===== src/ntm_consts.svh =====
// Vector engine constants
`ifndef NTM_CONSTS_SVH
`define NTM_CONSTS_SVH

//////////////////////////////////////////////////////////////////////
// Widths
//////////////////////////////////////////////////////////////////////

// Operand, modulus and result width
`define NTM_DATA_SIZE 16

// Width of the vector length field
`define NTM_LENGTH_SIZE 8

//////////////////////////////////////////////////////////////////////
// Timing
//////////////////////////////////////////////////////////////////////

// Scalar start to scalar ready, one cycle per operand bit plus one
`define NTM_SCALAR_LATENCY (`NTM_DATA_SIZE + 1)

`endif


===== src/ntm_pkg.sv =====
// Vector engine types
`include "ntm_consts.svh"

package ntm_pkg;

  //////////////////////////////////////////////////////////////////////
  // Config register map
  //////////////////////////////////////////////////////////////////////

  // One address bit selects the register
  typedef enum logic {
    CFG_MODULO = 1'b0,
    CFG_LENGTH = 1'b1
  } ntm_cfg_reg_e;

  // Configuration as seen by the controller
  typedef struct packed {
    logic [`NTM_DATA_SIZE-1:0]   modulo;
    logic [`NTM_LENGTH_SIZE-1:0] length;
    // Modulus above 1 and length nonzero
    logic                        valid;
  } ntm_cfg_t;

  //////////////////////////////////////////////////////////////////////
  // State machines
  //////////////////////////////////////////////////////////////////////

  // Vector controller
  typedef enum logic [1:0] {
    STARTER = 2'd0,
    INPUT   = 2'd1,
    ENDER   = 2'd2
  } ntm_vector_state_e;

  // Scalar multiplier
  typedef enum logic {
    IDLE = 1'b0,
    RUN  = 1'b1
  } ntm_scalar_state_e;

endpackage


===== src/ntm_vector_config.sv =====
// Vector engine config registers
`include "ntm_consts.svh"

module ntm_vector_config
  import ntm_pkg::*;
(
  input  logic                      CLK,
  input  logic                      RST,

  // Write port
  input  logic                      cfg_write,
  input  ntm_cfg_reg_e              cfg_addr,
  input  logic [`NTM_DATA_SIZE-1:0] cfg_wdata,

  // From the controller
  input  logic                      busy,

  // To the controller
  output ntm_cfg_t                  cfg
);

  //////////////////////////////////////////////////////////////////////
  // Registers
  //////////////////////////////////////////////////////////////////////

  logic [`NTM_DATA_SIZE-1:0]   modulo_reg;
  logic [`NTM_LENGTH_SIZE-1:0] length_reg;

  // Write is dropped while a run is in progress
  logic                        write_ok;

  assign write_ok = cfg_write && !busy;

  always_ff @(posedge CLK or posedge RST) begin
    if (RST) begin
      modulo_reg <= '0;
      length_reg <= '0;
    end else if (write_ok) begin
      // Address decode
      case (cfg_addr)
        CFG_MODULO: modulo_reg <= cfg_wdata;
        // Length takes the low bits of the word
        CFG_LENGTH: length_reg <= cfg_wdata[`NTM_LENGTH_SIZE-1:0];
        default:    modulo_reg <= modulo_reg;
      endcase
    end
  end

  //////////////////////////////////////////////////////////////////////
  // Output
  //////////////////////////////////////////////////////////////////////

  always_comb begin
    cfg.modulo = modulo_reg;
    cfg.length = length_reg;
    // Modulus 0 or 1 gives no useful product
    cfg.valid  = (modulo_reg > `NTM_DATA_SIZE'(1)) && (length_reg != '0);
  end

endmodule


===== src/ntm_scalar_multiplier.sv =====
// Iterative modular scalar multiplier
`include "ntm_consts.svh"

module ntm_scalar_multiplier
  import ntm_pkg::*;
(
  input  logic                      CLK,
  input  logic                      RST,

  // Control
  input  logic                      scalar_start,
  output logic                      scalar_ready,

  // Operands, held stable by the caller during a run
  input  logic [`NTM_DATA_SIZE-1:0] modulo,
  input  logic [`NTM_DATA_SIZE-1:0] data_a,
  input  logic [`NTM_DATA_SIZE-1:0] data_b,
  output logic [`NTM_DATA_SIZE-1:0] product
);

  //////////////////////////////////////////////////////////////////////
  // Local widths
  //////////////////////////////////////////////////////////////////////

  // Counter runs from the data width down to zero
  localparam int CNT_W = $clog2(`NTM_SCALAR_LATENCY);
  localparam int IDX_W = $clog2(`NTM_DATA_SIZE);

  //////////////////////////////////////////////////////////////////////
  // Signals
  //////////////////////////////////////////////////////////////////////

  ntm_scalar_state_e           state;
  logic [CNT_W-1:0]            bit_count;
  logic [IDX_W-1:0]            bit_idx;

  // Partial result, always below the modulus
  logic [`NTM_DATA_SIZE-1:0]   acc;
  logic [`NTM_DATA_SIZE-1:0]   acc_next;

  // One guard bit for the intermediate sums
  logic [`NTM_DATA_SIZE:0]     mod_ext;
  logic [`NTM_DATA_SIZE:0]     dbl;
  logic [`NTM_DATA_SIZE:0]     dbl_red;
  logic [`NTM_DATA_SIZE:0]     sum;
  logic [`NTM_DATA_SIZE:0]     sum_red;

  logic                        load;
  logic                        step;

  assign load    = (state == IDLE) && scalar_start;
  assign step    = (state == RUN) && (bit_count != '0);
  assign bit_idx = IDX_W'(bit_count - 1'b1);
  assign product = acc;

  //////////////////////////////////////////////////////////////////////
  // Shift and add step
  //////////////////////////////////////////////////////////////////////

  always_comb begin
    mod_ext  = {1'b0, modulo};
    // Double, then bring back below the modulus
    dbl      = {acc, 1'b0};
    dbl_red  = (dbl >= mod_ext) ? (dbl - mod_ext) : dbl;
    // Add A when the current B bit is set
    sum      = dbl_red + (data_b[bit_idx] ? {1'b0, data_a} : '0);
    sum_red  = (sum >= mod_ext) ? (sum - mod_ext) : sum;
    acc_next = sum_red[`NTM_DATA_SIZE-1:0];
  end

  //////////////////////////////////////////////////////////////////////
  // Control
  //////////////////////////////////////////////////////////////////////

  always_ff @(posedge CLK or posedge RST) begin
    if (RST) begin
      state        <= IDLE;
      bit_count    <= '0;
      scalar_ready <= 1'b0;
    end else begin
      scalar_ready <= 1'b0;
      case (state)
        IDLE: begin
          if (scalar_start) begin
            // MSB of B first
            bit_count <= CNT_W'(`NTM_DATA_SIZE);
            state     <= RUN;
          end
        end
        RUN: begin
          if (bit_count != '0) begin
            bit_count <= bit_count - 1'b1;
          end else begin
            // All bits consumed, product is final
            scalar_ready <= 1'b1;
            state        <= IDLE;
          end
        end
        default: state <= IDLE;
      endcase
    end
  end

  // Partial result
  always_ff @(posedge CLK) begin
    if (load) begin
      acc <= '0;
    end else if (step) begin
      acc <= acc_next;
    end
  end

endmodule


===== src/ntm_vector_multiplier.sv =====
// Element-wise modular vector multiplier
`include "ntm_consts.svh"

module ntm_vector_multiplier
  import ntm_pkg::*;
(
  input  logic                      CLK,
  input  logic                      RST,

  // Control
  input  logic                      start,
  output logic                      ready,

  // Configuration
  input  ntm_cfg_t                  cfg,
  output logic                      busy,

  // Operand strobes
  input  logic                      data_a_in_enable,
  input  logic                      data_b_in_enable,

  // Data
  input  logic [`NTM_DATA_SIZE-1:0] data_a_in,
  input  logic [`NTM_DATA_SIZE-1:0] data_b_in,
  output logic [`NTM_DATA_SIZE-1:0] data_out,
  output logic                      data_out_enable
);

  //////////////////////////////////////////////////////////////////////
  // Signals
  //////////////////////////////////////////////////////////////////////

  ntm_vector_state_e           state;

  // Element counting
  logic [`NTM_LENGTH_SIZE-1:0] index_loop;
  logic [`NTM_LENGTH_SIZE-1:0] last_index;

  // Operand captured flags
  logic                        a_flag;
  logic                        b_flag;
  logic                        pair_done;
  logic                        accept;

  // Scalar unit
  logic                        scalar_start;
  logic                        scalar_ready;
  logic [`NTM_DATA_SIZE-1:0]   modulo;
  logic [`NTM_DATA_SIZE-1:0]   data_a;
  logic [`NTM_DATA_SIZE-1:0]   data_b;
  logic [`NTM_DATA_SIZE-1:0]   product;

  assign busy   = (state != STARTER);
  assign accept = (state == STARTER) && start && cfg.valid;

  // Both operands present once this edge has captured them
  assign pair_done = (a_flag || data_a_in_enable) && (b_flag || data_b_in_enable);

  //////////////////////////////////////////////////////////////////////
  // Controller
  //////////////////////////////////////////////////////////////////////

  always_ff @(posedge CLK or posedge RST) begin
    if (RST) begin
      state           <= STARTER;
      index_loop      <= '0;
      last_index      <= '0;
      a_flag          <= 1'b0;
      b_flag          <= 1'b0;
      scalar_start    <= 1'b0;
      ready           <= 1'b0;
      data_out        <= '0;
      data_out_enable <= 1'b0;
    end else begin
      // Pulses by default
      ready           <= 1'b0;
      data_out_enable <= 1'b0;
      scalar_start    <= 1'b0;
      case (state)
        STARTER: begin
          // Invalid config ignores the start
          if (accept) begin
            index_loop <= '0;
            last_index <= cfg.length - 1'b1;
            a_flag     <= 1'b0;
            b_flag     <= 1'b0;
            state      <= INPUT;
          end
        end
        INPUT: begin
          if (pair_done) begin
            a_flag       <= 1'b0;
            b_flag       <= 1'b0;
            scalar_start <= 1'b1;
            state        <= ENDER;
          end else begin
            if (data_a_in_enable) a_flag <= 1'b1;
            if (data_b_in_enable) b_flag <= 1'b1;
          end
        end
        ENDER: begin
          // Forward the product with its strobe
          if (scalar_ready) begin
            data_out        <= product;
            data_out_enable <= 1'b1;
            if (index_loop == last_index) begin
              ready <= 1'b1;
              state <= STARTER;
            end else begin
              index_loop <= index_loop + 1'b1;
              state      <= INPUT;
            end
          end
        end
        default: state <= STARTER;
      endcase
    end
  end

  //////////////////////////////////////////////////////////////////////
  // Operand and modulus capture
  //////////////////////////////////////////////////////////////////////

  always_ff @(posedge CLK) begin
    // Modulus fixed for the whole run
    if (accept) modulo <= cfg.modulo;
    // Latest strobe wins
    if ((state == INPUT) && data_a_in_enable) data_a <= data_a_in;
    if ((state == INPUT) && data_b_in_enable) data_b <= data_b_in;
  end

  // One element in flight
  ntm_scalar_multiplier scalar_multiplier (
    .CLK          (CLK),
    .RST          (RST),
    .scalar_start (scalar_start),
    .scalar_ready (scalar_ready),
    .modulo       (modulo),
    .data_a       (data_a),
    .data_b       (data_b),
    .product      (product)
  );

endmodule


===== src/ntm_vector_top.sv =====
// Modular vector engine top level
`include "ntm_consts.svh"

module ntm_vector_top
  import ntm_pkg::*;
(
  input  logic                      CLK,
  input  logic                      RST,

  // Config write port
  input  logic                      cfg_write,
  input  ntm_cfg_reg_e              cfg_addr,
  input  logic [`NTM_DATA_SIZE-1:0] cfg_wdata,

  // Vector control
  input  logic                      start,
  output logic                      ready,

  // Operands
  input  logic [`NTM_DATA_SIZE-1:0] data_a_in,
  input  logic                      data_a_in_enable,
  input  logic [`NTM_DATA_SIZE-1:0] data_b_in,
  input  logic                      data_b_in_enable,

  // Results
  output logic [`NTM_DATA_SIZE-1:0] data_out,
  output logic                      data_out_enable
);

  //////////////////////////////////////////////////////////////////////
  // Internal wiring
  //////////////////////////////////////////////////////////////////////

  ntm_cfg_t cfg;
  // Locks the config registers during a run
  logic     busy;

  ntm_vector_config vector_config (
    .CLK       (CLK),
    .RST       (RST),
    .cfg_write (cfg_write),
    .cfg_addr  (cfg_addr),
    .cfg_wdata (cfg_wdata),
    .busy      (busy),
    .cfg       (cfg)
  );

  ntm_vector_multiplier vector_multiplier (
    .CLK              (CLK),
    .RST              (RST),
    .start            (start),
    .ready            (ready),
    .cfg              (cfg),
    .busy             (busy),
    .data_a_in_enable (data_a_in_enable),
    .data_b_in_enable (data_b_in_enable),
    .data_a_in        (data_a_in),
    .data_b_in        (data_b_in),
    .data_out         (data_out),
    .data_out_enable  (data_out_enable)
  );

endmodule


===== config.mk =====
export PLATFORM = sky130hd
export DESIGN_NAME = ntm_vector_top
export DESIGN_NICKNAME = d
export VERILOG_FILES = /design/src/ntm_pkg.sv /design/src/ntm_vector_config.sv /design/src/ntm_scalar_multiplier.sv /design/src/ntm_vector_multiplier.sv /design/src/ntm_vector_top.sv
export VERILOG_INCLUDE_DIRS = /design/src /design/src/src
export SDC_FILE = /design/constraint.sdc
export NUM_CORES = 1
export LEC_CHECK = 0
export BUFFER_PORTS_ARGS = -buffer_cell sky130_fd_sc_hd__clkbuf_2
export CAP_MARGIN = 25
export CORE_MARGIN = 2
export CORE_UTILIZATION = 35
export CTS_CLUSTER_DIAMETER = 150
export CTS_CLUSTER_SIZE = 40
export DETAILED_ROUTE_END_ITERATION = 12
export GPL_ROUTABILITY_DRIVEN = 0
export GPL_TIMING_DRIVEN = 0
export RECOVER_POWER = 25
export SETUP_SLACK_MARGIN = 0.4
export SLEW_MARGIN = 20
export SYNTH_ARGS = -nofsm -noshare
export SYNTH_HDL_FRONTEND = slang
export SYNTH_HIERARCHICAL = 1
export SYNTH_SLANG_ARGS = --single-unit

===== constraint.sdc =====
create_clock -name CLK -period 16.34 [get_ports CLK]
set_input_delay 2.451 -clock CLK [delete_from_list [all_inputs] [get_ports CLK]]
set_output_delay 2.451 -clock CLK [all_outputs]
set_load 0.005 [all_outputs]

==> impl_metrics.json, run 1 <==
{
  "clock_tree_from_tritoncts": "done",
  "holdBufCountCts": 0,
  "fin_setup_tns_ns": 0,
  "unique_masters_post_synth": 73,
  "routed_via_density": 5.316,
  "ys_ff_latch": 134,
  "timing_worst_setup_path_type": "flip-flop to flip-flop",
  "synth_cells": 772,
  "cp_common_cell": "sky130_fd_sc_hd__ha_1",
  "detail-route-antenna-nets": 0,
  "maximum_number_of_pins_on_one_net_before_global_route_repair": 27,
  "drt_iter0_markers": 386,
  "route.final.wire_length_um": 19570,
  "r2r_setup_slack_ns": 8.98,
  "hold_path_startpoint": "vector_config/modulo_reg[0]",
  "reg2reg_depth": 28,
  "max-slew-margin-rel_pct": 35.77,
  "final.min_clock_period_ns": 7.359,
  "finalClockSkew_ns": 0.006233,
  "drv_cap": 0,
  "synth_area_um2": 7995,
  "postSynthNetCount": 883,
  "capturing_point_of_the_worst_reg2reg_path": "vector_multiplier/scalar_multiplier/product[7]",
  "post_cts_resize_count": 0,
  "post_layout_nonfiller_instances": 1163,
  "grt_usage_pct": 16.90,
  "worstPathArrival_ns": 7.66,
  "post_synth_edffs": 48,
  "ys.warnings.count": 6,
  "number_of_global_route_vias_before_repair": 6089,
  "post_drt_wl_per_cell_um": 16.83,
  "buffer_ports.inserted": 72,
  "placed_cells_incl_taps": 1130,
  "post-route-period-util_pct": 45.03,
  "hold_violations": 0,
  "clk_pin_slew_worst_paths_ns": 0.06,
  "dieArea_um2": 24070,
  "final_layout_size_suffix_gt1_share_pct": 19.48,
  "maximum_buffer_depth_of_the_clock_tree": 2,
  "worstHoldPathType": "flip-flop to flip-flop",
  "clk_sinks": 134,
  "cts-buffers-inserted": 17,
  "row_count": 55,
  "layout.nets": 976,
  "tightest_slew_ns": 0.9610,
  "worst-endpoint-required_ns": 16.64,
  "critical_path_s_slowest_cell": "sky130_fd_sc_hd__a211oi_1",
  "seq_area_frac_synth_pct": 43.94,
  "worstHoldEndpoint": "vector_multiplier/modulo[0]",
  "drt_first_pass_iters": 5,
  "num_vias": 6183,
  "post_cts.repair.setup_buffers": 0,
  "critical_path.endpoint_type": "flip-flop",
  "place.detailed.hpwl_um": 15470,
  "critical_path.max_fanout": 10,
  "cp-start-kind": "flip-flop",
  "area_growth_syn_to_layout_pct": 16.73,
  "antenna_found_initial": 0,
  "chipHeight_um": 155.1,
  "synth_async_sr_flop_share_pct": 52.24,
  "slowest_delay_ns": 0.47,
  "io_pins": 73,
  "grt_remaining_overflow": 0,
  "mostFrequentLayoutCells": "71 x sky130_fd_sc_hd__clkbuf_2, 70 x sky130_fd_sc_hd__dfrtp_1, 57 x sky130_fd_sc_hd__nand2_1, 53 x sky130_fd_sc_hd__ha_1, 52 x sky130_fd_sc_hd__a21oi_1",
  "diodes": 0,
  "floorplan.initialDensity_pct": 35.53,
  "floorplan.die.width_um": 155.1,
  "core_area_um2": 22500,
  "detail_route.drc_violations": 0,
  "achievable-frequency_mhz": 135.9,
  "fillers": 2171,
  "finalMaxSlewViolations": 0,
  "grt_pass1_wl_um": 31410,
  "cts_root_buffer": "sky130_fd_sc_hd__clkbuf_16",
  "final_common_cell": "sky130_fd_sc_hd__clkbuf_2",
  "status": "finished, final reports clean",
  "clock_tree.htree_level_count": 4,
  "synth-main-ff-cell": "sky130_fd_sc_hd__dfrtp_1",
  "layout.core_utilization_pct": 41.47,
  "mean_area_per_synthesized_cell_um2": 10.36,
  "holdPathStages": 0,
  "r2r_start": "vector_multiplier/modulo[1]",
  "clk-insertion-delay-late_ns": 0.42,
  "finalSetupViolCount": 0,
  "grt_setup_unrepaired": "no"
}
[critical path, delay by kind of cell (launching register included)]
kind | cells | cell delay, ns
AO/OA/AOI/OAI | 13 | 3.20
XOR/XNOR | 1 | 0.31
adder cells (fa/ha/maj) | 4 | 1.31
buffers and inverters | 5 | 1.14
flip-flops | 1 | 0.33
AND/OR/NAND/NOR | 5 | 0.95
[cell usage after synthesis (4+ instances only)]
master | count | area share (%)
sky130_fd_sc_hd__dfxtp_1 | 16 | 4.0
sky130_fd_sc_hd__ha_1 | 53 | 8.3
sky130_fd_sc_hd__nand2_1 | 56 | 2.6
sky130_fd_sc_hd__nor4_1 | 8 | 0.63
sky130_fd_sc_hd__a211oi_1 | 5 | 0.47
sky130_fd_sc_hd__mux2_2 | 42 | 5.9
sky130_fd_sc_hd__a21o_1 | 15 | 1.4
sky130_fd_sc_hd__nor2b_1 | 6 | 0.47
sky130_fd_sc_hd__nand3_1 | 24 | 1.5
sky130_fd_sc_hd__o31ai_1 | 11 | 1.0
sky130_fd_sc_hd__o211ai_1 | 14 | 1.3
sky130_fd_sc_hd__a31oi_1 | 5 | 0.39
sky130_fd_sc_hd__mux4_2 | 4 | 1.1
sky130_fd_sc_hd__dfrtp_1 | 70 | 22
sky130_fd_sc_hd__xor2_1 | 15 | 1.6
sky130_fd_sc_hd__and2_1 | 22 | 1.7
sky130_fd_sc_hd__nor3_1 | 13 | 0.81
sky130_fd_sc_hd__inv_1 | 43 | 2.0
sky130_fd_sc_hd__or3_1 | 8 | 0.63
sky130_fd_sc_hd__o21a_1 | 6 | 0.56
sky130_fd_sc_hd__nand3b_1 | 6 | 0.56
sky130_fd_sc_hd__xnor2_1 | 34 | 3.7
sky130_fd_sc_hd__nand4_1 | 10 | 0.78
sky130_fd_sc_hd__edfxtp_1 | 48 | 18
sky130_fd_sc_hd__a21oi_1 | 52 | 3.3
sky130_fd_sc_hd__o21ai_0 | 45 | 2.8
sky130_fd_sc_hd__clkbuf_1 | 12 | 0.56
sky130_fd_sc_hd__o21bai_1 | 6 | 0.56
sky130_fd_sc_hd__o21ai_1 | 4 | 0.25
sky130_fd_sc_hd__and3_1 | 6 | 0.47
sky130_fd_sc_hd__nand2b_1 | 5 | 0.39
sky130_fd_sc_hd__nor2_1 | 49 | 2.3
[final cells by class]
class | count | area (um2) | share of cell area, %
multi-input cells | 575 | 4207 | 45.07
flip-flops and latches | 134 | 3513 | 37.65
clock buffers | 24 | 515.5 | 5.524
repair buffers | 74 | 394.1 | 4.223
well taps | 285 | 356.6 | 3.821
inverters | 45 | 168.9 | 1.810
plain buffers | 18 | 95.09 | 1.019
clock inverters | 8 | 82.58 | 0.8848
[layer usage]
layer / share of wire (%) / up-vias / global-route usage, %
met1: 45 / 2990 / 21.97
met2: 47 / 132 / 27.45
met4: 2.5 / 0 / 6.481
li1: - / 3032 / -
met3: 4.8 / 29 / 3.955
met5: 0 / - / 0
[cell families after synthesis]
| kind of cell | after synthesis | share of synthesized area, % |
|---|---|---|
| xor+xnor | 50 | 5.712 |
| compound gates | 193 | 16.04 |
| flops | 134 | 43.94 |
| simple gates | 228 | 14.65 |
| fa+ha+maj | 56 | 9.045 |
| buf+inv | 63 | 3.318 |
| mux | 48 | 7.293 |
[through the flow]
stage          setup slack (ns)  hold slack [ns]  cell area [um2]
2_1_floorplan             10.50           0.4211             7995
3_3_place_gp              9.161           0.4454             8712
3_5_place_dp              9.104           0.4625             8732
4_1_cts                   9.040           0.4695             9330
5_1_grt                   8.329           0.4872             9333
6_report                  8.981           0.4587             9333
[how the worst max path moves through the flow]
stage,from,to,slack [ns],cells after the start
CTS,vector_multiplier/scalar_multiplier/bit_count[0],vector_multiplier/scalar_multiplier/product[7],9.04,25
floorplan,vector_multiplier/modulo[1],vector_multiplier/scalar_multiplier/product[7],10.50,28
global route,vector_multiplier/modulo[9],vector_multiplier/scalar_multiplier/product[0],8.33,26
finish,vector_multiplier/modulo[1],vector_multiplier/scalar_multiplier/product[7],8.98,28
detailed placement,vector_multiplier/scalar_multiplier/bit_count[0],vector_multiplier/scalar_multiplier/product[7],9.10,25
global placement,vector_multiplier/scalar_multiplier/bit_count[0],vector_multiplier/scalar_multiplier/product[14],9.16,25
Power of run 1 is not shown: default switching activity piles up to over one toggle a cycle in this logic, so the estimate is an artifact.
==> run 2: changes to the inputs <==
clock period = 6.6 ns   (was 16.34 ns; I/O delays follow)
==> run 2 against run 1 <==
Effect of this change:
- core utilization rose by 1.5 points
- setup slack got worse by 8.3 ns
- cell area rose by 3.7%
- final cell count rose by 1.0%
- maximum frequency up 25%
- highest routed layer unchanged
- global-route usage grew 0.13 points
- via count grew 2.2%
- die area unchanged
- hold slack hardly changed
- critical endpoint is now vector_multiplier/scalar_multiplier/product[12]
- largest cell class unchanged
==> impl_metrics.json, run 2 (synthesized netlist as in run 1, its figures left out) <==
{
  "drt_iter0_markers": 388,
  "holdBufCountCts": 0,
  "floorplan.die.width_um": 155.1,
  "mostFrequentLayoutCells": "72 x sky130_fd_sc_hd__clkbuf_2, 70 x sky130_fd_sc_hd__dfrtp_1, 55 x sky130_fd_sc_hd__nand2_1, 49 x sky130_fd_sc_hd__a21oi_1, 48 x sky130_fd_sc_hd__edfxtp_1",
  "worstPathArrival_ns": 6.18,
  "worst-endpoint-required_ns": 6.88,
  "area_growth_syn_to_layout_pct": 21.03,
  "area_of_the_multi_input_gates_um2": 4438,
  "io_pins": 73,
  "fin_setup_tns_ns": 0,
  "maximum_buffer_depth_of_the_clock_tree": 2,
  "drv_cap": 0,
  "cts_root_buffer": "sky130_fd_sc_hd__clkbuf_16",
  "post-route-period-util_pct": 89.53,
  "floorplan.initialDensity_pct": 35.53,
  "maximum_number_of_pins_on_one_net_before_global_route_repair": 27,
  "finalClockSkew_ns": 0.006097,
  "number_of_global_route_vias_before_repair": 6135,
  "achievable-frequency_mhz": 169.2,
  "seq_area_um2": 3513,
  "post_drt_wl_per_cell_um": 16.98,
  "fillers": 2144,
  "postLayoutCellArea_um2": 9677,
  "worstHoldPathType": "flip-flop to flip-flop",
  "critical_path.endpoint_type": "flip-flop",
  "timing_worst_setup_path_type": "flip-flop to flip-flop",
  "detail_route.drc_violations": 0,
  "finalSetupViolCount": 0,
  "grt_usage_pct": 17.03,
  "num_vias": 6317,
  "hold_violations": 0,
  "dieArea_um2": 24070,
  "clk_pin_slew_worst_paths_ns": 0.06,
  "final_layout_size_suffix_gt1_share_pct": 25.17,
  "cts-buffers-inserted": 17,
  "diodes": 0,
  "tightest_slew_ns": 0.8149,
  "dpl_cell_area_um2": 8732,
  "core_area_um2": 22500,
  "row_count": 55,
  "clk-insertion-delay-late_ns": 0.42,
  "final.min_clock_period_ns": 5.909,
  "clock_tree_from_tritoncts": "done",
  "post_layout_nonfiller_instances": 1175,
  "antenna_found_initial": 0,
  "finalMaxSlewViolations": 0,
  "max-slew-margin-rel_pct": 45.67,
  "cp-start-kind": "flip-flop",
  "clock_tree.htree_level_count": 4,
  "drt_first_pass_iters": 5,
  "routed_via_density": 5.376,
  "detail-route-antenna-nets": 0,
  "chipHeight_um": 155.1,
  "final_common_cell": "sky130_fd_sc_hd__clkbuf_2",
  "critical_path.max_fanout": 10,
  "grt_remaining_overflow": 0,
  "place.detailed.hpwl_um": 15470,
  "route.final.wire_length_um": 19950,
  "buffer_ports.inserted": 72,
  "grt_setup_unrepaired": "no",
  "grt_pass1_wl_um": 31640,
  "placed_cells_incl_taps": 1130,
  "clk_sinks": 134,
  "status": "finished, final reports clean",
  "layout.nets": 988
}
## run 2: changes by cell type in the layout (fill, tap and decap cells not counted), moves of 4 or more
| cell | delta |
|---|---|
| sky130_fd_sc_hd__o21ai_0 | -5 |
| sky130_fd_sc_hd__o21ai_1 | +4 |
| sky130_fd_sc_hd__buf_4 | +14 |
| sky130_fd_sc_hd__ha_1 | -8 |
| sky130_fd_sc_hd__clkbuf_1 | -7 |
| sky130_fd_sc_hd__ha_4 | +6 |
## run 2: worst paths after layout
kind	startpoint	to	slack, ns	cells after the start
min reg2reg	vector_config/modulo_reg[0]	vector_multiplier/modulo[0]	0.46	0
max in group asynchronous	RST	vector_multiplier/data_out[9]	5.32	3
max reg2reg	vector_multiplier/modulo[12]	vector_multiplier/scalar_multiplier/product[12]	0.69	26
min in group asynchronous	RST	vector_config/modulo_reg[9]	0.57	2
min	vector_config/modulo_reg[0]	vector_multiplier/modulo[0]	0.46	0
max	vector_multiplier/modulo[12]	vector_multiplier/scalar_multiplier/product[12]	0.69	26
## run 2: stage by stage
stage,utilization [%],hold slack [ns],worst slack (ns)
after floorplan,-,0.4211,0.7574
after global placement,38.72,0.4454,-0.5795
after detailed placement,38.80,0.4625,-0.6364
after CTS,42.09,0.4695,0.4168
after global routing,43.00,0.4872,0.3851
final,43.00,0.4589,0.6910
## run 2: cell type report
class,instances,area share (%)
timing repair buffer,86,5.004
clock inverter,8,0.8534
inverter,45,1.758
multi-input combinational,575,45.86
tap,285,3.685
sequential,134,36.31
buffer,18,1.202
clock buffer,24,5.327
## run 2: critical path, cell delays in order (launching register included)
cell and delay, ns:
sky130_fd_sc_hd__edfxtp_1 0.38, sky130_fd_sc_hd__inv_2 0.11, sky130_fd_sc_hd__ha_2 0.32, sky130_fd_sc_hd__a21oi_1 0.17, sky130_fd_sc_hd__o21ai_1 0.10, sky130_fd_sc_hd__or3_1 0.37
sky130_fd_sc_hd__o211ai_1 0.20, sky130_fd_sc_hd__buf_4 0.18, sky130_fd_sc_hd__nand2_2 0.09, sky130_fd_sc_hd__buf_4 0.21, sky130_fd_sc_hd__a31o_2 0.26, sky130_fd_sc_hd__ha_1 0.33
sky130_fd_sc_hd__a211oi_2 0.26, sky130_fd_sc_hd__a21oi_2 0.10, sky130_fd_sc_hd__o21ai_2 0.15, sky130_fd_sc_hd__o21bai_1 0.11, sky130_fd_sc_hd__a21oi_2 0.18, sky130_fd_sc_hd__xnor2_2 0.18
sky130_fd_sc_hd__ha_4 0.27, sky130_fd_sc_hd__a21o_1 0.20, sky130_fd_sc_hd__a211o_1 0.29, sky130_fd_sc_hd__o211ai_1 0.27, sky130_fd_sc_hd__nand3_1 0.18, sky130_fd_sc_hd__a31o_2 0.28
sky130_fd_sc_hd__clkbuf_4 0.19, sky130_fd_sc_hd__nor2_4 0.22, sky130_fd_sc_hd__o311ai_2 0.13
## run 2: layer usage
metal	track usage, %	wire length [um]	up-vias
li1	-	-	3045
met1	22.30	8900	3078
met2	27.62	9591	169
met3	3.705	1025	25
met4	6.614	437	0
met5	0	0	-
## run 2: repair_timing
action	4_1_cts	5_1_grt
endpoints found under the setup margin	16	16
endpoints found under the hold margin	0	0
gates cloned	0	0
buffers inserted	6	6
resized for setup	23	38
pin swaps	7	16
Power of run 2 is left out for the same reason.
==> run 3: changes to the inputs <==
ABC_AREA = 1   (was default)
RECOVER_POWER = 100   (was 25)
SYNTH_HIERARCHICAL = default   (was 1)
==> run 3 against run 2 <==
Effect of this change:
- the flow now finishes with violations (max-capacitance violations, max-slew violations)
- global-route usage up 0.14 points
- sequential share of layout area fell by 1.0 points
- setup slack better by 0.14 ns
- cell area is 3.0% higher
- highest routed layer unchanged
- die area up 6.9%
- synthesized area increased by 7.1%
- non-clock buffer count decreased by 10
==> impl_metrics.json, run 3 <==
{
  "floorplan.initialDensity_pct": 35.42,
  "final_common_cell": "sky130_fd_sc_hd__nand2_1",
  "synth_cells": 1100,
  "synth_top_area_cell": "sky130_fd_sc_hd__dfrtp_1",
  "setup_ws_ns": 0.8271,
  "cp-start-kind": "flip-flop",
  "final.min_clock_period_ns": 5.773,
  "max-slew-margin-rel_pct": -91.01,
  "routed_via_density": 4.663,
  "status": "finished with violations",
  "clk_sinks": 134,
  "io_pins": 73,
  "fraction_of_synthesized_cell_area_in_xor_and_xnor_cells_pct": 5.011,
  "fin_setup_tns_ns": 0,
  "buffer_ports.inserted": 72,
  "critical_path.endpoint_type": "flip-flop",
  "worst-endpoint-required_ns": 6.93,
  "post-synth-top-count-cell": "sky130_fd_sc_hd__nand2_1",
  "chipHeight_um": 160.4,
  "synth_top_family_by_area": "simple AND/OR/NAND/NOR gates",
  "critical_path_s_slowest_cell": "sky130_fd_sc_hd__ha_1",
  "grt_setup_unrepaired": "no",
  "clock_tree_from_tritoncts": "done",
  "drt_iter0_markers": 467,
  "route.final.wire_length_um": 21200,
  "yosys-top-cells-area": "sky130_fd_sc_hd__dfrtp_1 20%, sky130_fd_sc_hd__edfxtp_1 17%, sky130_fd_sc_hd__nand2_1 14%",
  "synth.mux.area_fraction_pct": 1.052,
  "area_growth_syn_to_layout_pct": 16.33,
  "post_cts.repair.setup_buffers": 0,
  "floorplan.die.width_um": 160.4,
  "clock_tree.htree_level_count": 4,
  "drv_cap": 1,
  "maximum_buffer_depth_of_the_clock_tree": 2,
  "ys_ff_latch": 134,
  "unique_masters_post_synth": 52,
  "antenna_found_initial": 0,
  "ys.warnings.count": 0,
  "hold_violations": 0,
  "finalSetupViolCount": 0,
  "r2r_setup_slack_ns": 0.83,
  "post_synth_edffs": 48,
  "holdPathStages": 0,
  "post-synth-top-area-fraction_pct": 20.45,
  "num_vias": 7134,
  "post_cts_resize_count": 0,
  "seq_area_frac_synth_pct": 41.02,
  "cp_common_cell": "sky130_fd_sc_hd__nand2_1",
  "mostFrequentLayoutCells": "312 x sky130_fd_sc_hd__nand2_1, 176 x sky130_fd_sc_hd__inv_1, 70 x sky130_fd_sc_hd__dfrtp_1, 69 x sky130_fd_sc_hd__nor2_1, 60 x sky130_fd_sc_hd__o21ai_0",
  "synth_area_um2": 8564,
  "mean_area_per_synthesized_cell_um2": 7.786,
  "detail-route-antenna-nets": 0,
  "worstSetupPathDepth": 32,
  "post_drt_wl_per_cell_um": 13.86,
  "area_fraction_in_compound_gates_after_synthesis_pct": 9.116,
  "achievable-frequency_mhz": 173.2,
  "critical_path.max_fanout": 11,
  "final_layout_size_suffix_gt1_share_pct": 13.18,
  "synth-main-ff-cell": "sky130_fd_sc_hd__dfrtp_1",
  "core_area_um2": 24180,
  "tightest_slew_ns": 2.865,
  "clk-insertion-delay-late_ns": 0.43,
  "critPathBufInv": 6,
  "timing_worst_setup_path_type": "flip-flop to flip-flop",
  "detail_route.drc_violations": 0,
  "dpl_cell_area_um2": 9374,
  "synth-adder-area-share_pct": 8.590,
  "drt_first_pass_iters": 5,
  "grt_pass1_wl_um": 34870,
  "postLayoutCellArea_um2": 9963,
  "dieArea_um2": 25740,
  "place.detailed.hpwl_um": 16960,
  "layout.nets": 1305,
  "finalClockSkew_ns": 0.009659,
  "cts_root_buffer": "sky130_fd_sc_hd__clkbuf_16",
  "grt_usage_pct": 17.17,
  "worstHoldPathType": "flip-flop to flip-flop",
  "cts-buffers-inserted": 17,
  "worst_path_dominant_cell_family": "simple AND/OR/NAND/NOR gates",
  "diodes": 0,
  "violations": "max-capacitance violations, max-slew violations",
  "slowest_delay_ns": 0.47,
  "clk_pin_slew_worst_paths_ns": 0.06,
  "pre_cts_setup_slack_ns": 0.9345,
  "postSynthNetCount": 1212,
  "number_of_global_route_vias_before_repair": 6915,
  "row_count": 57,
  "reg2reg_depth": 32,
  "holdBufCountCts": 0,
  "grt_remaining_overflow": 0,
  "basic_gate_share_of_the_synthesized_area_counting_and_or_nand_and_nor_cells_pct": 26.22,
  "maximum_number_of_pins_on_one_net_before_global_route_repair": 53,
  "worstPathArrival_ns": 6.10,
  "synth.top_cells.by_count": "311 x sky130_fd_sc_hd__nand2_1, 175 x sky130_fd_sc_hd__inv_1, 70 x sky130_fd_sc_hd__dfrtp_1",
  "post-route-period-util_pct": 87.47,
  "synth_async_sr_flop_share_pct": 52.24,
  "finalMaxSlewViolations": 53
}
==> run 3: area by class of cell <==
type	instances	area (um2)
well taps	324	405.4
multi-input cells	766	4270
plain buffers	20	92.59
clock inverters	12	186.4
clock buffers	20	467.9
flip-flops and latches	134	3513
fillers	2505	14210
inverters	180	678.2
repair buffers	74	349.1
==> run 3: kinds of logic (layout without fill, tap and decap cells) <==
family | after synthesis | in the layout
buffers and inverters | 200 | 306
AND/OR/NAND/NOR | 515 | 515
adder cells (fa/ha/maj) | 57 | 57
multiplexers | 8 | 8
XOR/XNOR | 49 | 49
flip-flops | 134 | 134
AO/OA/AOI/OAI | 137 | 137
==> run 3: path summary, 6_finish.rpt <==
check	end	from
max	vector_multiplier.scalar_multiplier.product[6]	vector_multiplier.scalar_multiplier.bit_count[0]
min	vector_multiplier.modulo[0]	vector_config.modulo_reg[0]
max reg2reg	vector_multiplier.scalar_multiplier.product[6]	vector_multiplier.scalar_multiplier.bit_count[0]
min reg2reg	vector_multiplier.modulo[0]	vector_config.modulo_reg[0]
max in group asynchronous	vector_multiplier.data_out[7]	RST
min in group asynchronous	vector_config.length_reg[1]	RST
==> run 3: metrics by stage <==
stage	instances	util (%)	hold slack, ns
2_1_floorplan	1100	-	0.4253
3_3_place_gp	1496	38.59	0.4547
3_5_place_dp	1498	38.77	0.4481
4_1_cts	1530	41.48	0.4613
5_1_grt	1530	41.21	0.4893
6_report	1530	41.21	0.4618
==> run 3: worst reg2reg max path, delay by kind of cell (launching register included) <==
family,cells,cell delay [ns]
DFF,1,0.36
buffers and inverters,6,1.01
adders and majority gates,4,1.40
AOI/OAI and AO/OA,6,1.14
and+or+nand+nor,16,1.76
==> run 3: metal layers <==
layer	wire, um	vias up	GRT usage [%]
met5	0	-	0
met2	9369	159	27.02
met1	10720	3240	24.38
met4	231	0	4.709
met3	880	14	3.022
li1	-	3721	-
Power of run 3 is left out for the same reason.
